===== src/cgra_pkg.sv =====
package cgra_pkg;

	localparam int ARRAY_DIM  = 2; // Tiles per row and per column.
	localparam int NUM_TRACKS = 4; // Tracks per side.
	localparam int NUM_SIDES  = 4;
	localparam int TRACK_W    = $clog2(NUM_TRACKS);
	localparam int TILE_ID_W  = $clog2(ARRAY_DIM * ARRAY_DIM);

	// Register address on the configuration bus.
	localparam logic REG_SB = 1'b0;
	localparam logic REG_PE = 1'b1;

	// Switch box select codes.
	localparam logic [1:0] SEL_OPP = 2'd0;
	localparam logic [1:0] SEL_CW  = 2'd1;
	localparam logic [1:0] SEL_CCW = 2'd2;
	localparam logic [1:0] SEL_PE  = 2'd3;

	typedef enum logic [1:0] {
		SIDE_N,
		SIDE_E,
		SIDE_S,
		SIDE_W
	} side_e;

	typedef logic [NUM_TRACKS-1:0] track_side_t;
	typedef logic [TRACK_W-1:0] track_idx_t;
	typedef logic [TILE_ID_W-1:0] tile_id_t;
	typedef track_side_t [NUM_SIDES-1:0] side_tracks_t; // Indexed by side_e.

	typedef struct packed {
		track_side_t north;
		track_side_t east;
		track_side_t south;
		track_side_t west;
	} tile_tracks_t;

	// Index 0 is the west tile on north/south edges, the north tile on east/west edges.
	typedef track_side_t [ARRAY_DIM-1:0] edge_tracks_t;

	typedef struct packed {
		edge_tracks_t north;
		edge_tracks_t east;
		edge_tracks_t south;
		edge_tracks_t west;
	} array_io_t;

	typedef struct packed {
		logic        en;      // Write strobe.
		tile_id_t    tile;    // Row * ARRAY_DIM + column.
		logic        reg_sel;
		logic [31:0] data;
	} cfg_bus_t;

	// Select for output side s, track t at bits 2*(4*s+t)+1:2*(4*s+t).
	typedef logic [NUM_SIDES-1:0][NUM_TRACKS-1:0][1:0] sb_cfg_t;

	typedef struct packed {
		side_e      side;
		track_idx_t track;
	} track_sel_t;

	typedef struct packed {
		logic [11:0] rsvd;
		track_sel_t  sel_c;
		track_sel_t  sel_b;
		track_sel_t  sel_a;
		logic [7:0]  lut;
	} pe_cfg_t;

	// One configuration word, read as routing or PE setup by register address.
	typedef union packed {
		sb_cfg_t sb;
		pe_cfg_t pe;
	} cfg_word_u;

	function automatic side_tracks_t to_sides(input tile_tracks_t t);
		side_tracks_t s;
		s[SIDE_N] = t.north;
		s[SIDE_E] = t.east;
		s[SIDE_S] = t.south;
		s[SIDE_W] = t.west;
		return s;
	endfunction

	function automatic tile_tracks_t from_sides(input side_tracks_t s);
		tile_tracks_t t;
		t.north = s[SIDE_N];
		t.east  = s[SIDE_E];
		t.south = s[SIDE_S];
		t.west  = s[SIDE_W];
		return t;
	endfunction

endpackage


===== src/tile_config.sv =====
`timescale 1ns/1ps

module tile_config (
	input  logic                clk,
	input  logic                reset,
	input  cgra_pkg::cfg_bus_t  cfg_i,
	input  cgra_pkg::tile_id_t  tile_id_i,
	output cgra_pkg::sb_cfg_t   sb_cfg_o,
	output cgra_pkg::pe_cfg_t   pe_cfg_o
);
	import cgra_pkg::*;

	cfg_word_u sb_word_q;
	cfg_word_u pe_word_q;
	logic      hit;

	assign hit = cfg_i.en && (cfg_i.tile == tile_id_i);

	always_ff @(posedge clk) begin
		if (reset) begin
			sb_word_q <= '0;
			pe_word_q <= '0; // All selects zero so tracks pass straight through.
		end else if (hit) begin
			if (cfg_i.reg_sel == REG_SB) begin
				sb_word_q <= cfg_i.data;
			end
			if (cfg_i.reg_sel == REG_PE) begin
				pe_word_q <= cfg_i.data;
			end
		end
	end

	// Each word is read through its own view of the union.
	assign sb_cfg_o = sb_word_q.sb;
	assign pe_cfg_o = pe_word_q.pe;

endmodule


===== src/pe_lut.sv =====
`timescale 1ns/1ps

module pe_lut (
	input  cgra_pkg::tile_tracks_t in_i,
	input  cgra_pkg::pe_cfg_t      pe_cfg_i,
	output logic                   pe_out_o
);
	import cgra_pkg::*;

	side_tracks_t in_side;
	logic         op_a;
	logic         op_b;
	logic         op_c;
	logic [2:0]   lut_idx;

	// One input track chosen by side and track number.
	function automatic logic pick_track(input side_tracks_t sides, input track_sel_t sel);
		track_side_t side_bits;
		side_bits = sides[sel.side];
		return side_bits[sel.track];
	endfunction

	assign in_side = to_sides(in_i);

	assign op_a = pick_track(in_side, pe_cfg_i.sel_a);
	assign op_b = pick_track(in_side, pe_cfg_i.sel_b);
	assign op_c = pick_track(in_side, pe_cfg_i.sel_c);

	// Entry a + 2b + 4c of the table.
	assign lut_idx  = {op_c, op_b, op_a};
	assign pe_out_o = pe_cfg_i.lut[lut_idx];

endmodule


===== src/switch_box.sv =====
`timescale 1ns/1ps

module switch_box (
	input  logic                   clk,
	input  logic                   reset,
	input  cgra_pkg::tile_tracks_t in_i,
	input  logic                   pe_out_i,
	input  cgra_pkg::sb_cfg_t      sb_cfg_i,
	output cgra_pkg::tile_tracks_t out_o
);
	import cgra_pkg::*;

	side_tracks_t in_side;
	side_tracks_t route_d;
	side_tracks_t route_q;

	// Sides seen from output side s, with north, east, south, west as 0 to 3.
	function automatic int opp_of(input int s);
		return (s + 2) % NUM_SIDES;
	endfunction

	function automatic int cw_of(input int s);
		return (s + 1) % NUM_SIDES;
	endfunction

	function automatic int ccw_of(input int s);
		return (s + NUM_SIDES - 1) % NUM_SIDES;
	endfunction

	assign in_side = to_sides(in_i);

	always_comb begin
		route_d = '0;
		for (int s = 0; s < NUM_SIDES; s++) begin
			for (int t = 0; t < NUM_TRACKS; t++) begin
				case (sb_cfg_i[s][t])
					SEL_OPP: route_d[s][t] = in_side[opp_of(s)][t]; // Straight through.
					SEL_CW:  route_d[s][t] = in_side[cw_of(s)][t];
					SEL_CCW: route_d[s][t] = in_side[ccw_of(s)][t];
					SEL_PE:  route_d[s][t] = pe_out_i;
					default: route_d[s][t] = 1'b0;
				endcase
			end
		end
	end

	// One register per output track, so each hop costs one cycle
	// and no combinational loop forms between tiles.
	always_ff @(posedge clk) begin
		if (reset) begin
			route_q <= '0;
		end else begin
			route_q <= route_d;
		end
	end

	assign out_o = from_sides(route_q);

endmodule


===== src/cgra_tile.sv =====
`timescale 1ns/1ps

module cgra_tile (
	input  logic                   clk,
	input  logic                   reset,
	input  cgra_pkg::cfg_bus_t     cfg_i,
	input  cgra_pkg::tile_id_t     tile_id_i,
	input  cgra_pkg::tile_tracks_t in_i,
	output cgra_pkg::tile_tracks_t out_o
);
	import cgra_pkg::*;

	sb_cfg_t sb_cfg;
	pe_cfg_t pe_cfg;
	logic    pe_out;

	tile_config u_tile_config (
		.clk       (clk),
		.reset     (reset),
		.cfg_i     (cfg_i),
		.tile_id_i (tile_id_i),
		.sb_cfg_o  (sb_cfg),
		.pe_cfg_o  (pe_cfg)
	);

	// PE sees the raw tile inputs; its result is registered in the switch box.
	pe_lut u_pe_lut (
		.in_i     (in_i),
		.pe_cfg_i (pe_cfg),
		.pe_out_o (pe_out)
	);

	switch_box u_switch_box (
		.clk      (clk),
		.reset    (reset),
		.in_i     (in_i),
		.pe_out_i (pe_out),
		.sb_cfg_i (sb_cfg),
		.out_o    (out_o)
	);

endmodule


===== src/cgra_array.sv =====
`timescale 1ns/1ps

module cgra_array (
	input  logic                clk,
	input  logic                reset,
	input  cgra_pkg::cfg_bus_t  cfg_i,
	input  cgra_pkg::array_io_t io_in_i,
	output cgra_pkg::array_io_t io_out_o
);
	import cgra_pkg::*;

	tile_tracks_t tile_in  [ARRAY_DIM][ARRAY_DIM]; // [row][column].
	tile_tracks_t tile_out [ARRAY_DIM][ARRAY_DIM];

	for (genvar r = 0; r < ARRAY_DIM; r++) begin : g_row
		for (genvar c = 0; c < ARRAY_DIM; c++) begin : g_col
			cgra_tile u_cgra_tile (
				.clk       (clk),
				.reset     (reset),
				.cfg_i     (cfg_i), // Same bus for every tile.
				.tile_id_i (tile_id_t'(r * ARRAY_DIM + c)),
				.in_i      (tile_in[r][c]),
				.out_o     (tile_out[r][c])
			);
		end
	end

	// A tile's input on one side is the facing output of its neighbour,
	// or the perimeter input at the array edge.
	always_comb begin
		for (int r = 0; r < ARRAY_DIM; r++) begin
			for (int c = 0; c < ARRAY_DIM; c++) begin
				if (r == 0) begin
					tile_in[r][c].north = io_in_i.north[c];
				end else begin
					tile_in[r][c].north = tile_out[r-1][c].south;
				end
				if (r == ARRAY_DIM - 1) begin
					tile_in[r][c].south = io_in_i.south[c];
				end else begin
					tile_in[r][c].south = tile_out[r+1][c].north;
				end
				if (c == 0) begin
					tile_in[r][c].west = io_in_i.west[r];
				end else begin
					tile_in[r][c].west = tile_out[r][c-1].east;
				end
				if (c == ARRAY_DIM - 1) begin
					tile_in[r][c].east = io_in_i.east[r];
				end else begin
					tile_in[r][c].east = tile_out[r][c+1].west;
				end
			end
		end
	end

	// Perimeter outputs come from the edge tiles.
	always_comb begin
		for (int i = 0; i < ARRAY_DIM; i++) begin
			io_out_o.north[i] = tile_out[0][i].north;
			io_out_o.south[i] = tile_out[ARRAY_DIM-1][i].south;
			io_out_o.west[i]  = tile_out[i][0].west;
			io_out_o.east[i]  = tile_out[i][ARRAY_DIM-1].east;
		end
	end

endmodule


===== config.mk =====
export PLATFORM = sky130hd
export DESIGN_NAME = cgra_array
export DESIGN_NICKNAME = d
export VERILOG_FILES = /design/src/cgra_pkg.sv /design/src/tile_config.sv /design/src/pe_lut.sv /design/src/switch_box.sv /design/src/cgra_tile.sv /design/src/cgra_array.sv
export SDC_FILE = /design/constraint.sdc
export NUM_CORES = 1
export LEC_CHECK = 0
export BUFFER_PORTS_ARGS = -buffer_cell sky130_fd_sc_hd__buf_2
export CAP_MARGIN = 10
export CORE_ASPECT_RATIO = 0.8
export CORE_MARGIN = 8
export CORE_UTILIZATION = 55
export DETAILED_ROUTE_END_ITERATION = 10
export GPL_TIMING_DRIVEN = 0
export MAX_ROUTING_LAYER = met4
export PLACE_DENSITY = 0.75
export SKIP_LAST_GASP = 1
export SYNTH_ARGS = -nofsm -noshare
export SYNTH_HDL_FRONTEND = slang
export SYNTH_SLANG_ARGS = --single-unit
export TNS_END_PERCENT = 5

===== constraint.sdc =====
create_clock -name clk -period 3.7 [get_ports clk]
set_input_delay 0.555 -clock clk [delete_from_list [all_inputs] [get_ports clk]]
set_output_delay 0.555 -clock clk [all_outputs]
set_load 0.02 [all_outputs]

# Word level (Yosys, flattened, before mapping)
# Cells that the tools add are included.
# word_totals
register_bits	272
input_bits	70
output_inout_bits	32
word_cells	445
# classes
order_cmp	28
n_eq_ne	195
n_mux	120
bitwise	1
reduce_logical	77
# ops
operator	n
$eq A2 B2 Y1 const B	130
$pmux W1 S4	64
$eq A2 B1 Y1 const B	65
$logic_not A2 Y1	65
$bmux W4 S2	12
$lt A2 B3 Y1 const B	24
$mux W4	12
$bmux W1 S2	12
$lt A3 B4 Y1 const B	4
$mux W1	16
$reduce_and A2 Y1	8
$bmux W1 S3	4
$logic_and A1 B1 Y1	4
$not A1 Y1	1

# Longest topological paths before layout
# Gate-level depths: netlist of the first run.
# depth
depth_word	7
depth_mapped	9
mapped_depth_nobuf	7

# Hierarchy
# A second synthesis of the first run with hierarchy kept.
# unflattened
hier_cells	1374
area_unflattened_um2	16082.9
# by_module_without_submodules
mod	instances	cells_each	area_each_um2	seq_area_each_um2
tile_config	4	248	2685.1	1281.2
switch_box	4	50	795.8	320.3
pe_lut	4	45	538.0	0.0
cgra_array	1	2	7.5	0.0

# Worst setup path after synthesis of the first run
# No wires, ideal clock.
# synth_path
path_kind	input-to-reg
startpoint	in io_in_i[15] (netlist bit)
endpoint	reg g_row[1].g_col[1].u_cgra_tile.u_switch_box.route_q (netlist bit g_row[1].g_col[1].u_cgra_tile.u_switch_box.out_o[10])
setup_time_ps	122
t_arrival_ps	2424
t_required_ps	3578
setup_slack_ps	1154
cell_stages	7
n_path_buf	1
path_cell_list	mux4_1 > mux2i_1 > mux2_2 > a2111o_1 > o2111ai_4 > buf_12 > o21ai_2
# synth_between
elab_chain_cells	7
word_cells_on_any_way	15
classes_between	mux (15)
# synth_lines
item	line_no	rtl
start: declaration	cgra_array.sv:7	input cgra_pkg::array_io_t io_in_i,
$bmux W4 S2	pe_lut.sv:19	side_bits = sides[sel.side];
$mux W4 (not written as such)	pe_lut.sv:19	
$bmux W1 S2	pe_lut.sv:20	return side_bits[sel.track];
$mux W1 (not written as such)	pe_lut.sv:20	
$bmux W1 S3 *	pe_lut.sv:31	assign pe_out_o = pe_cfg_i.lut[lut_idx];
$mux W1 (not written as such) *	pe_lut.sv:31	
$pmux W1 S4 *	switch_box.sv:36	case (sb_cfg_i[s][t])
end signal: assignment	switch_box.sv:53	route_q <= route_d;
end: declaration	switch_box.sv:15	side_tracks_t route_q;
# Every way passes the cells marked *; elsewhere a longest branch is shown, timed or not. The select of a mux whose other input is x is not followed.
# A chain may end at the register's enable or synchronous reset.

# Worst setup path in the final report of the first run
# layout_path
startpoint	reg g_row[0].g_col[0].u_cgra_tile.u_tile_config.pe_word_q (netlist bit g_row[0].g_col[0].u_cgra_tile.u_tile_config.pe_cfg_o[14])
endpoint	reg g_row[0].g_col[0].u_cgra_tile.u_switch_box.route_q (netlist bit g_row[0].g_col[0].u_cgra_tile.u_switch_box.out_o[12])
# layout_between
elab_chain_cells	7
# layout_lines
item	line_no	rtl
start: declaration	tile_config.sv:14	cfg_word_u pe_word_q;
start signal: assignment	tile_config.sv:28	pe_word_q <= cfg_i.data;
$bmux W4 S2	pe_lut.sv:19	
$mux W4 (not written as such)	pe_lut.sv:19	
$bmux W1 S2	pe_lut.sv:20	
$mux W1 (not written as such)	pe_lut.sv:20	
$bmux W1 S3	pe_lut.sv:31	
$mux W1 (not written as such)	pe_lut.sv:31	
$pmux W1 S4	switch_box.sv:36	
end signal: assignment	switch_box.sv:53	
end: declaration	switch_box.sv:15	
# Every way passes these cells. The select of a mux whose other input is x is not followed.

==> flow_metrics.tcl, run 1 <==
set metrics [dict create \
    outcome "complete, no violations" \
    whs_path_depth 3 \
    leakage_nw 4.97 \
    io_pins 102 \
    grtUsageTotal_pct 30.7 \
    vias 12654 \
    htreeDepth 1 \
    via_per_inst 6.13 \
    yosys.area_share.simple_pct 18.7 \
    synth_warnings 0 \
    worstHoldPathType "in2reg" \
    core_area_um2 24100 \
    overflow 0 \
    maxCapViolCount 0 \
    synthMuxAreaShare_pct 16.3 \
    slew_headroom_pct 34.9 \
    drt-total-wl_um 45700 \
    fin_util_pct 62.6 \
    dp_hpwl_um 31300 \
    place_area_um2 14100 \
    cts_tree "done" \
    synth_xor_area_share_pct 0 \
    wl_per_cell_um 22.1 \
    p_int_mw 5.08 \
    drc 0 \
    syn_inst 1616 \
    die_w_um 190 \
    setup_viol 0 \
    finalPower_mw 6.86 \
    start_util_pct 55.3 \
    cp_max_fo 10 \
    dr.pass1.iters 5 \
    finalHoldViolCount 0 \
    synth_compound_area_share_pct 17.1 \
    grt_pass1_vias 11744 \
    netlist_area_um2 13300 \
    p_comb_share_pct 11.0 \
    switchingPower_mw 1.78 \
    cts.sinks 272 \
    antenna_found_initial 0 \
    num_antenna_cells 0 \
    ant_nets 0 \
    gp_congestion 0.937 \
    syn2layout_area_growth_pct 13.1 \
    fmax_mhz 344 \
    yosys.area.top_type "dfxtp_1" \
    nets 1795 \
    stdcell_count 2063 \
    p_clk_share_pct 43.3 \
    worstPathArrival_ns 3.33 \
    portBuffers 79 \
    cts_resized 0 \
    required_ns 4.13 \
    r2r_cells 9 \
    grt_pass1_wl_um 68900 \
    end_kind "flip-flop" \
    synth_fa_ha_area_share_pct 0 \
    die-area_um2 29500 \
    synth_top_family_by_area "simple AND/OR/NAND/NOR gates" \
    finalSetupTns_ns 0 \
    synth-seq-cells 272 \
    numCtsBuffers 28 \
    fillers 2022 \
    cts_root_buffer "clkbuf_16" \
    worst_pin_slew_ns 0.970 \
    ctsHoldBuffers 0 \
    ir_drop_mv 0.424 \
    drive_gt1_share_pct 14.5 \
    yosysSeqAreaShare_pct 40.9 \
    rows 51 \
    clockBufferDepth 3 \
    synth_area_leaders "dfxtp_1 41%, nand2_1 14%, a21oi_1 7.8%" \
    clkTransAtPathRegs_ns 0.06 \
    skew_ns 0.00764 \
    layout.cell_area.non_filler_um2 15100 \
    synth_fp_nets 1686 \
    rsz0062_at_grt "no" \
    crit_type "reg2reg" \
    die_h_um 155 \
    worst_setup_path_start_kind "flip-flop" \
    clkLatencyLatePin_ns 0.55 \
    swShare_pct 25.9 \
    slew_viol_final 0 \
    synth.distinct_cells 46 \
    period_share_pct 78.5 \
    synth_top_area_share_pct 40.9 \
    post-cts-setup-buffer-count 0 \
    min_period_ns 2.90 \
    grt_max_degree 14 \
    avgSynthCellArea_um2 8.23 \
    p_per_area_nw_per_um2 455 \
    place_inst 2013 \
    power_frac_seq_pct 45.7 \
    initialDrtViolationCount 1655 \
]
## worst paths after layout
kind                             endpoint      start  slack, ns
worst max-delay path            flip-flop  flip-flop       0.80
worst min register to register  flip-flop  flip-flop       0.46
worst min-delay path            flip-flop  cfg_i[31]       0.32
worst max register to register  flip-flop  flip-flop       0.80
## final cells by class
| cell class | count | area, µm² | share of cell area, % |
|---|---|---|---|
| plain buffers | 138 | 679 | 4.51 |
| clock buffers | 44 | 822 | 5.46 |
| clock inverters | 6 | 130 | 0.865 |
| inverters | 67 | 251 | 1.67 |
| multi-input cells | 1139 | 6930 | 46.0 |
| flip-flops and latches | 272 | 5450 | 36.2 |
| well taps | 318 | 398 | 2.64 |
| repair buffers | 79 | 395 | 2.63 |
## critical path, stage by stage (launching register included)
cell and delay (ns):
dfxtp_1 0.30, buf_2 0.22, mux4_2 0.54, mux2_2 0.30, mux2i_1 0.12, and2_1 0.15
o31ai_1 0.26, o2111ai_2 0.32, buf_6 0.26, o21ai_0 0.30
## placed cells by master, fill, tap and decap left out, types with 13 or more instances in the layout
cell type	netlist	routed
mux4_2	41	41
clkbuf_2	21	21
dfxtp_1	272	272
inv_1	67	67
buf_4	24	24
nand2_1	494	494
a21oi_1	208	208
clkbuf_1	78	89
buf_2	11	90
nor3_1	66	66
nor2b_1	13	13
mux2_2	16	16
o21ai_0	40	40
clkbuf_16	0	29
nor2_1	16	16
mux2i_1	94	94
a41oi_1	60	60
## per-stage QoR
step | setup WS, ns | hold WS (ns)
after floorplan | 1.15 | 0.431
after global placement | 0.635 | 0.441
after detailed placement | 0.629 | 0.447
after CTS | 0.835 | 0.302
after global routing | 0.714 | 0.319
final | 0.796 | 0.318
## Yosys cell counts (all sizes together)
master and n:
mux2 17, dfxtp 272, nand3 8, nand2 494, mux2i 94, and2 3
o31ai 5, o21a 1, nor2b 14, a21boi 6, nand3b 4, o21ai 60
a21bo 2, nand4 4, a21o 6, a21oi 208, nor3b 1, o2111ai 3
clkbuf 99, a2111o 3, a41oi 60, a31oi 2, mux4 45, nor2 16
inv 67, a221oi 1, nand2b 3, a311oi 3, nor3 66, and3 1
buf 39, a2bb2oi 3, a22oi 6
## state kept, by name (all words and copies together), names as in the netlist
name and cells:
g_row.g_col.u_cgra_tile.u_tile_config.pe_cfg_o 80, g_row.g_col.u_cgra_tile.u_tile_config.sb_cfg_o 128, g_row.g_col.u_cgra_tile.u_switch_box.out_o 64
## power groups by stage
stage / registers, mW / logic (mW) / clock network (mW)
floorplan: 3.15 / 0.455 / 0
global placement: 3.19 / 0.715 / 0
detailed placement: 3.19 / 0.729 / 0
CTS: 3.13 / 0.733 / 2.98
global route: 3.14 / 0.793 / 3.11
finish: 3.13 / 0.755 / 2.97
## kinds of logic (layout without fill, tap and decap cells)
family | after synthesis | count (layout)
AOI/OAI and AO/OA | 369 | 369
buffers and inverters | 205 | 334
DFF | 272 | 272
muxes | 156 | 156
and+or+nand+nor | 614 | 614
## routing by layer
layer  global-route usage, %  up-vias  share of wire [%]
met5                       -        -                  0
met4                    15.4        0                5.6
met3                    6.17      177                 11
met2                    44.2      774                 43
met1                    40.7     5913                 40
li1                        -     5790                  -
No activity file was read; power rests on OpenSTA's default activity.
==> run 2, diff against run 1 <==
==> constraint.sdc (replaced) <==
create_clock -name clk -period 2.9 [get_ports clk]
set_input_delay 0.435 -clock clk [delete_from_list [all_inputs] [get_ports clk]]
set_output_delay 0.435 -clock clk [all_outputs]
set_load 0.02 [all_outputs]
==> run 2 against run 1 <==
Net effect:
- critical path depth fell by 1
- combinational power is 28% higher
- hold slack got worse by 0.12 ns
- count of clock-buffer cells in the layout unchanged
- global-route usage did not move
- register-to-register slack worse by 0.76 ns
- total power is 28% higher
- core utilization rose by 0.068 points
- largest power group unchanged
==> flow_metrics.tcl, run 2 (synthesis results as in run 1) <==
set metrics [dict create \
    drc 0 \
    period_share_pct 98.6 \
    worstHoldPathType "in2reg" \
    dr.pass1.iters 6 \
    maxCapViolCount 0 \
    antenna_found_initial 0 \
    crit_type "reg2reg" \
    required_ns 3.36 \
    grt_max_degree 14 \
    htreeDepth 1 \
    die_w_um 190 \
    overflow 0 \
    grt_pass1_vias 11744 \
    largest_reg_flops 128 \
    fmax_mhz 350 \
    rsz0062_at_grt "yes" \
    cts.sinks 272 \
    rows 51 \
    portBuffers 79 \
    whs_path_depth 3 \
    cts_root_buffer "clkbuf_16" \
    slew_headroom_pct 32.8 \
    io_pins 102 \
    clockBufferDepth 3 \
    drive_gt1_share_pct 14.7 \
    p_per_area_nw_per_um2 581 \
    via_per_inst 6.15 \
    die_h_um 155 \
    finalHoldViolCount 0 \
    worst_pin_slew_ns 1.00 \
    numCtsBuffers 28 \
    ir_drop_mv 0.539 \
    leakage_nw 4.97 \
    r2r_cells 8 \
    dp_hpwl_um 31300 \
    skew_ns 0.00771 \
    min_period_ns 2.86 \
    cp_max_fo 10 \
    num_antenna_cells 0 \
    ant_nets 0 \
    pre_cts_ws_ns -0.0506 \
    layout_setup_ws_ns 0.0402 \
    syn2layout_area_growth_pct 13.2 \
    clkTransAtPathRegs_ns 0.06 \
    end_kind "flip-flop" \
    worst_setup_path_start_kind "flip-flop" \
    nets 1796 \
    drt-total-wl_um 45700 \
    fin_hold_ws_ns 0.201 \
    vias 12699 \
    wl_per_cell_um 22.2 \
    setup_viol 0 \
    grtUsageTotal_pct 30.7 \
    die-area_um2 29500 \
    cts_tree "done" \
    r2r_slack_ns 0.04 \
    grt_pass1_wl_um 68900 \
    outcome "complete, no violations" \
    ctsHoldBuffers 0 \
    initialDrtViolationCount 1588 \
    final_common_cell "nand2_1" \
    worstPathArrival_ns 3.32 \
    start_util_pct 55.3 \
    slew_viol_final 0 \
    clkLatencyLatePin_ns 0.55 \
    gp_congestion 0.937 \
    layout_common_cells "494 x nand2_1, 272 x dfxtp_1, 208 x a21oi_1" \
    core_area_um2 24100 \
]
-- run 2: final cells by class --
cell class	count	area, µm²
buffer	138	679
clock buffer	44	822
fill	2021	8990
inverter	67	251
tap	318	398
clock inverter	6	130
timing repair buffer	80	403
multi-input combinational	1139	6940
sequential	272	5450
-- run 2: worst min-delay path by stage --
stage,start,endpoint,slack [ns]
6_report,cfg_i[31],flip-flop,0.20
5_1_grt,cfg_i[31],flip-flop,0.20
4_1_cts,cfg_i[31],flip-flop,0.18
3_5_place_dp,flip-flop,flip-flop,0.45
3_3_place_gp,flip-flop,flip-flop,0.44
2_1_floorplan,flip-flop,flip-flop,0.43
-- run 2: per-layer routing --
layer  share of wire, %  global-route usage, %
met3                 11                   6.17
met5                  0                      -
met4                5.5                   15.4
met1                 40                   40.7
met2                 43                   44.2
-- run 2: metrics by stage --
stage          cell area (µm²)  instances  util (%)  total power, mW  TNS (ns)
2_1_floorplan            13300       1616         -             4.60         0
3_3_place_gp             14100       2013      58.6             4.98    -0.115
3_5_place_dp             14100       2013      58.6             5.00    -0.123
4_1_cts                  15100       2063      62.6             8.72         0
5_1_grt                  15100       2064      62.6             8.98    -0.370
6_report                 15100       2064      62.6             8.76         0
-- run 2: repair_timing --
action | CTS | global route
resized for setup | 0 | 2
setup buffers | 0 | 1
endpoints found under the setup margin | 0 | 23
-- run 2: critical path, stage by stage (launching register included) --
cell and delay [ns]:
dfxtp_1 0.31, buf_2 0.18, mux4_2 0.50, mux4_2 0.57, mux2i_1 0.16, a22oi_2 0.20, nand4_2 0.29, buf_2 0.31
o21ai_1 0.24
-- run 2: power breakdown --
| group | internal [mW] | leakage, nW | switching [mW] |
|---|---|---|---|
| Sequential | 3.85 | 2.21 | 0.145 |
| Combinational | 0.346 | 2.30 | 0.620 |
| Clock | 2.29 | 0.463 | 1.51 |
==> run 3, diff against run 2 <==
--- a/config.mk
+++ b/config.mk
@@ -14,6 +14,7 @@
 export GPL_TIMING_DRIVEN = 0
 export MAX_ROUTING_LAYER = met4
 export PLACE_DENSITY = 0.75
+export RECOVER_POWER = 50
 export SKIP_LAST_GASP = 1
 export SYNTH_ARGS = -nofsm -noshare
 export SYNTH_HDL_FRONTEND = slang
==> run 3 against run 2 <==
Net effect:
- via count grew 0.11%
- non-clock buffer count is the same
- clock power is essentially flat
- sequential cell count is the same
- register-to-register slack is essentially flat
- worst setup slack lost 0.0087 ns
- total power shrank 0.19%
- die area is the same
- routed wire length is essentially flat
- cell count is the same
- critical path type unchanged
- largest power group unchanged
==> flow_metrics.tcl, run 3 (synthesis results as in run 1) <==
set metrics [dict create \
    layout_common_cells "494 x nand2_1, 272 x dfxtp_1, 208 x a21oi_1" \
    wl_met1_um 18600 \
    period_share_pct 98.9 \
    largest_reg_flops 128 \
    drt-total-wl_um 45800 \
    htreeDepth 1 \
    clkTransAtPathRegs_ns 0.07 \
    pre_cts_ws_ns -0.0506 \
    worst_setup_path_start_kind "flip-flop" \
    r2r_slack_ns 0.03 \
    portBuffers 79 \
    layout_setup_ws_ns 0.0316 \
    outcome "complete, no violations" \
    fillers 2052 \
    rsz0062_at_grt "yes" \
    nets 1796 \
    worst_pin_slew_ns 0.953 \
    clkLatencyLatePin_ns 0.55 \
    grtUsageTotal_pct 30.7 \
    crit_type "reg2reg" \
    dr.pass1.iters 8 \
    dp_hpwl_um 31300 \
    route.met3.wl_um 5080 \
    grt_pass1_vias 11744 \
    gp_congestion 0.937 \
    grt_pass1_wl_um 68900 \
    io_pins 102 \
    vias 12713 \
    slew_viol_final 0 \
    maxCapViolCount 0 \
    cts_tree "done" \
    ir_drop_mv 0.541 \
    drive_gt1_share_pct 12.7 \
    initialDrtViolationCount 1587 \
    end_kind "flip-flop" \
    worstHoldPathType "in2reg" \
    grt_max_degree 14 \
    final_common_cell "nand2_1" \
    antenna_found_initial 0 \
    wl_per_cell_um 22.2 \
    fin_util_pct 62.5 \
    die_w_um 190 \
    cp_max_fo 10 \
    start_util_pct 55.3 \
    die_h_um 155 \
    ant_nets 0 \
    required_ns 3.36 \
    die-area_um2 29500 \
    core_area_um2 24100 \
    skew_ns 0.0114 \
    cts.sinks 272 \
    fmax_mhz 349 \
    slew_headroom_pct 36.0 \
    clockBufferDepth 3 \
    finalHoldViolCount 0 \
    setup_viol 0 \
    num_antenna_cells 0 \
    syn2layout_area_growth_pct 12.9 \
    drc 0 \
    finalPower_mw 8.74 \
    met2WireLength_um 19600 \
    r2r_cells 8 \
    min_period_ns 2.87 \
    worstPathArrival_ns 3.33 \
    place_inst 2013 \
    rows 51 \
    numCtsBuffers 28 \
    overflow 0 \
    dr.max_layer_used "met4" \
    via_per_inst 6.16 \
    whs_path_depth 3 \
    p_per_area_nw_per_um2 582 \
    stdcell_count 2064 \
    cts_root_buffer "clkbuf_16" \
    leakage_nw 4.84 \
]
## run 3: changes by cell type in the layout (fill, tap and decap cells not counted)
cell	before	now
clkbuf_1	89	124
buf_2	90	56
buf_1	1	0
## run 3: per-stage QoR
stage,hold slack [ns],area [µm²],TNS [ns]
after global placement,0.441,14100,-0.115
final,0.197,15000,0
after CTS,0.182,15100,0
after detailed placement,0.447,14100,-0.123
after global routing,0.199,15000,-0.370
after floorplan,0.431,13300,0
## run 3: timing repair
item                       CTS  global route
hold buffers                 0             0
setup buffers                0             1
gates resized for setup      0             2
setup endpoints to repair    0            23
## run 3: path summary, 6_finish.rpt
| kind | from | endpoint |
|---|---|---|
| hold reg to reg | flip-flop | flip-flop |
| hold / removal | cfg_i[31] | flip-flop |
| setup / recovery | flip-flop | flip-flop |
| setup reg to reg | flip-flop | flip-flop |
## run 3: cell type report
class                   instances  area [µm²]  area share, %
multi-input cells            1139        6940           46.2
flip-flops and latches        272        5450           36.2
clock buffers                  44         822           5.47
plain buffers                 138         679           4.52
well taps                     318         398           2.65
repair buffers                 80         360           2.40
inverters                      67         251           1.67
clock inverters                 6         130          0.866
## run 3: where the power goes
group / internal [mW] / leakage [nW] / switching (mW)
Combinational: 0.339 / 2.16 / 0.620
Sequential: 3.85 / 2.21 / 0.145
Clock: 2.29 / 0.463 / 1.50
## run 3: per-layer routing
layer,vias up,GRT usage (%)
met5,-,-
met4,0,15.4
met3,174,6.17
met2,788,44.2
met1,5954,40.7
li1,5797,-
## run 3: worst max-delay path: stages, from the launching register on
cell and delay [ns]:
dfxtp_1 0.31, buf_2 0.18, mux4_2 0.51, mux4_2 0.57, mux2i_1 0.17, a22oi_2 0.21, nand4_2 0.30, buf_2 0.31
o21ai_1 0.24
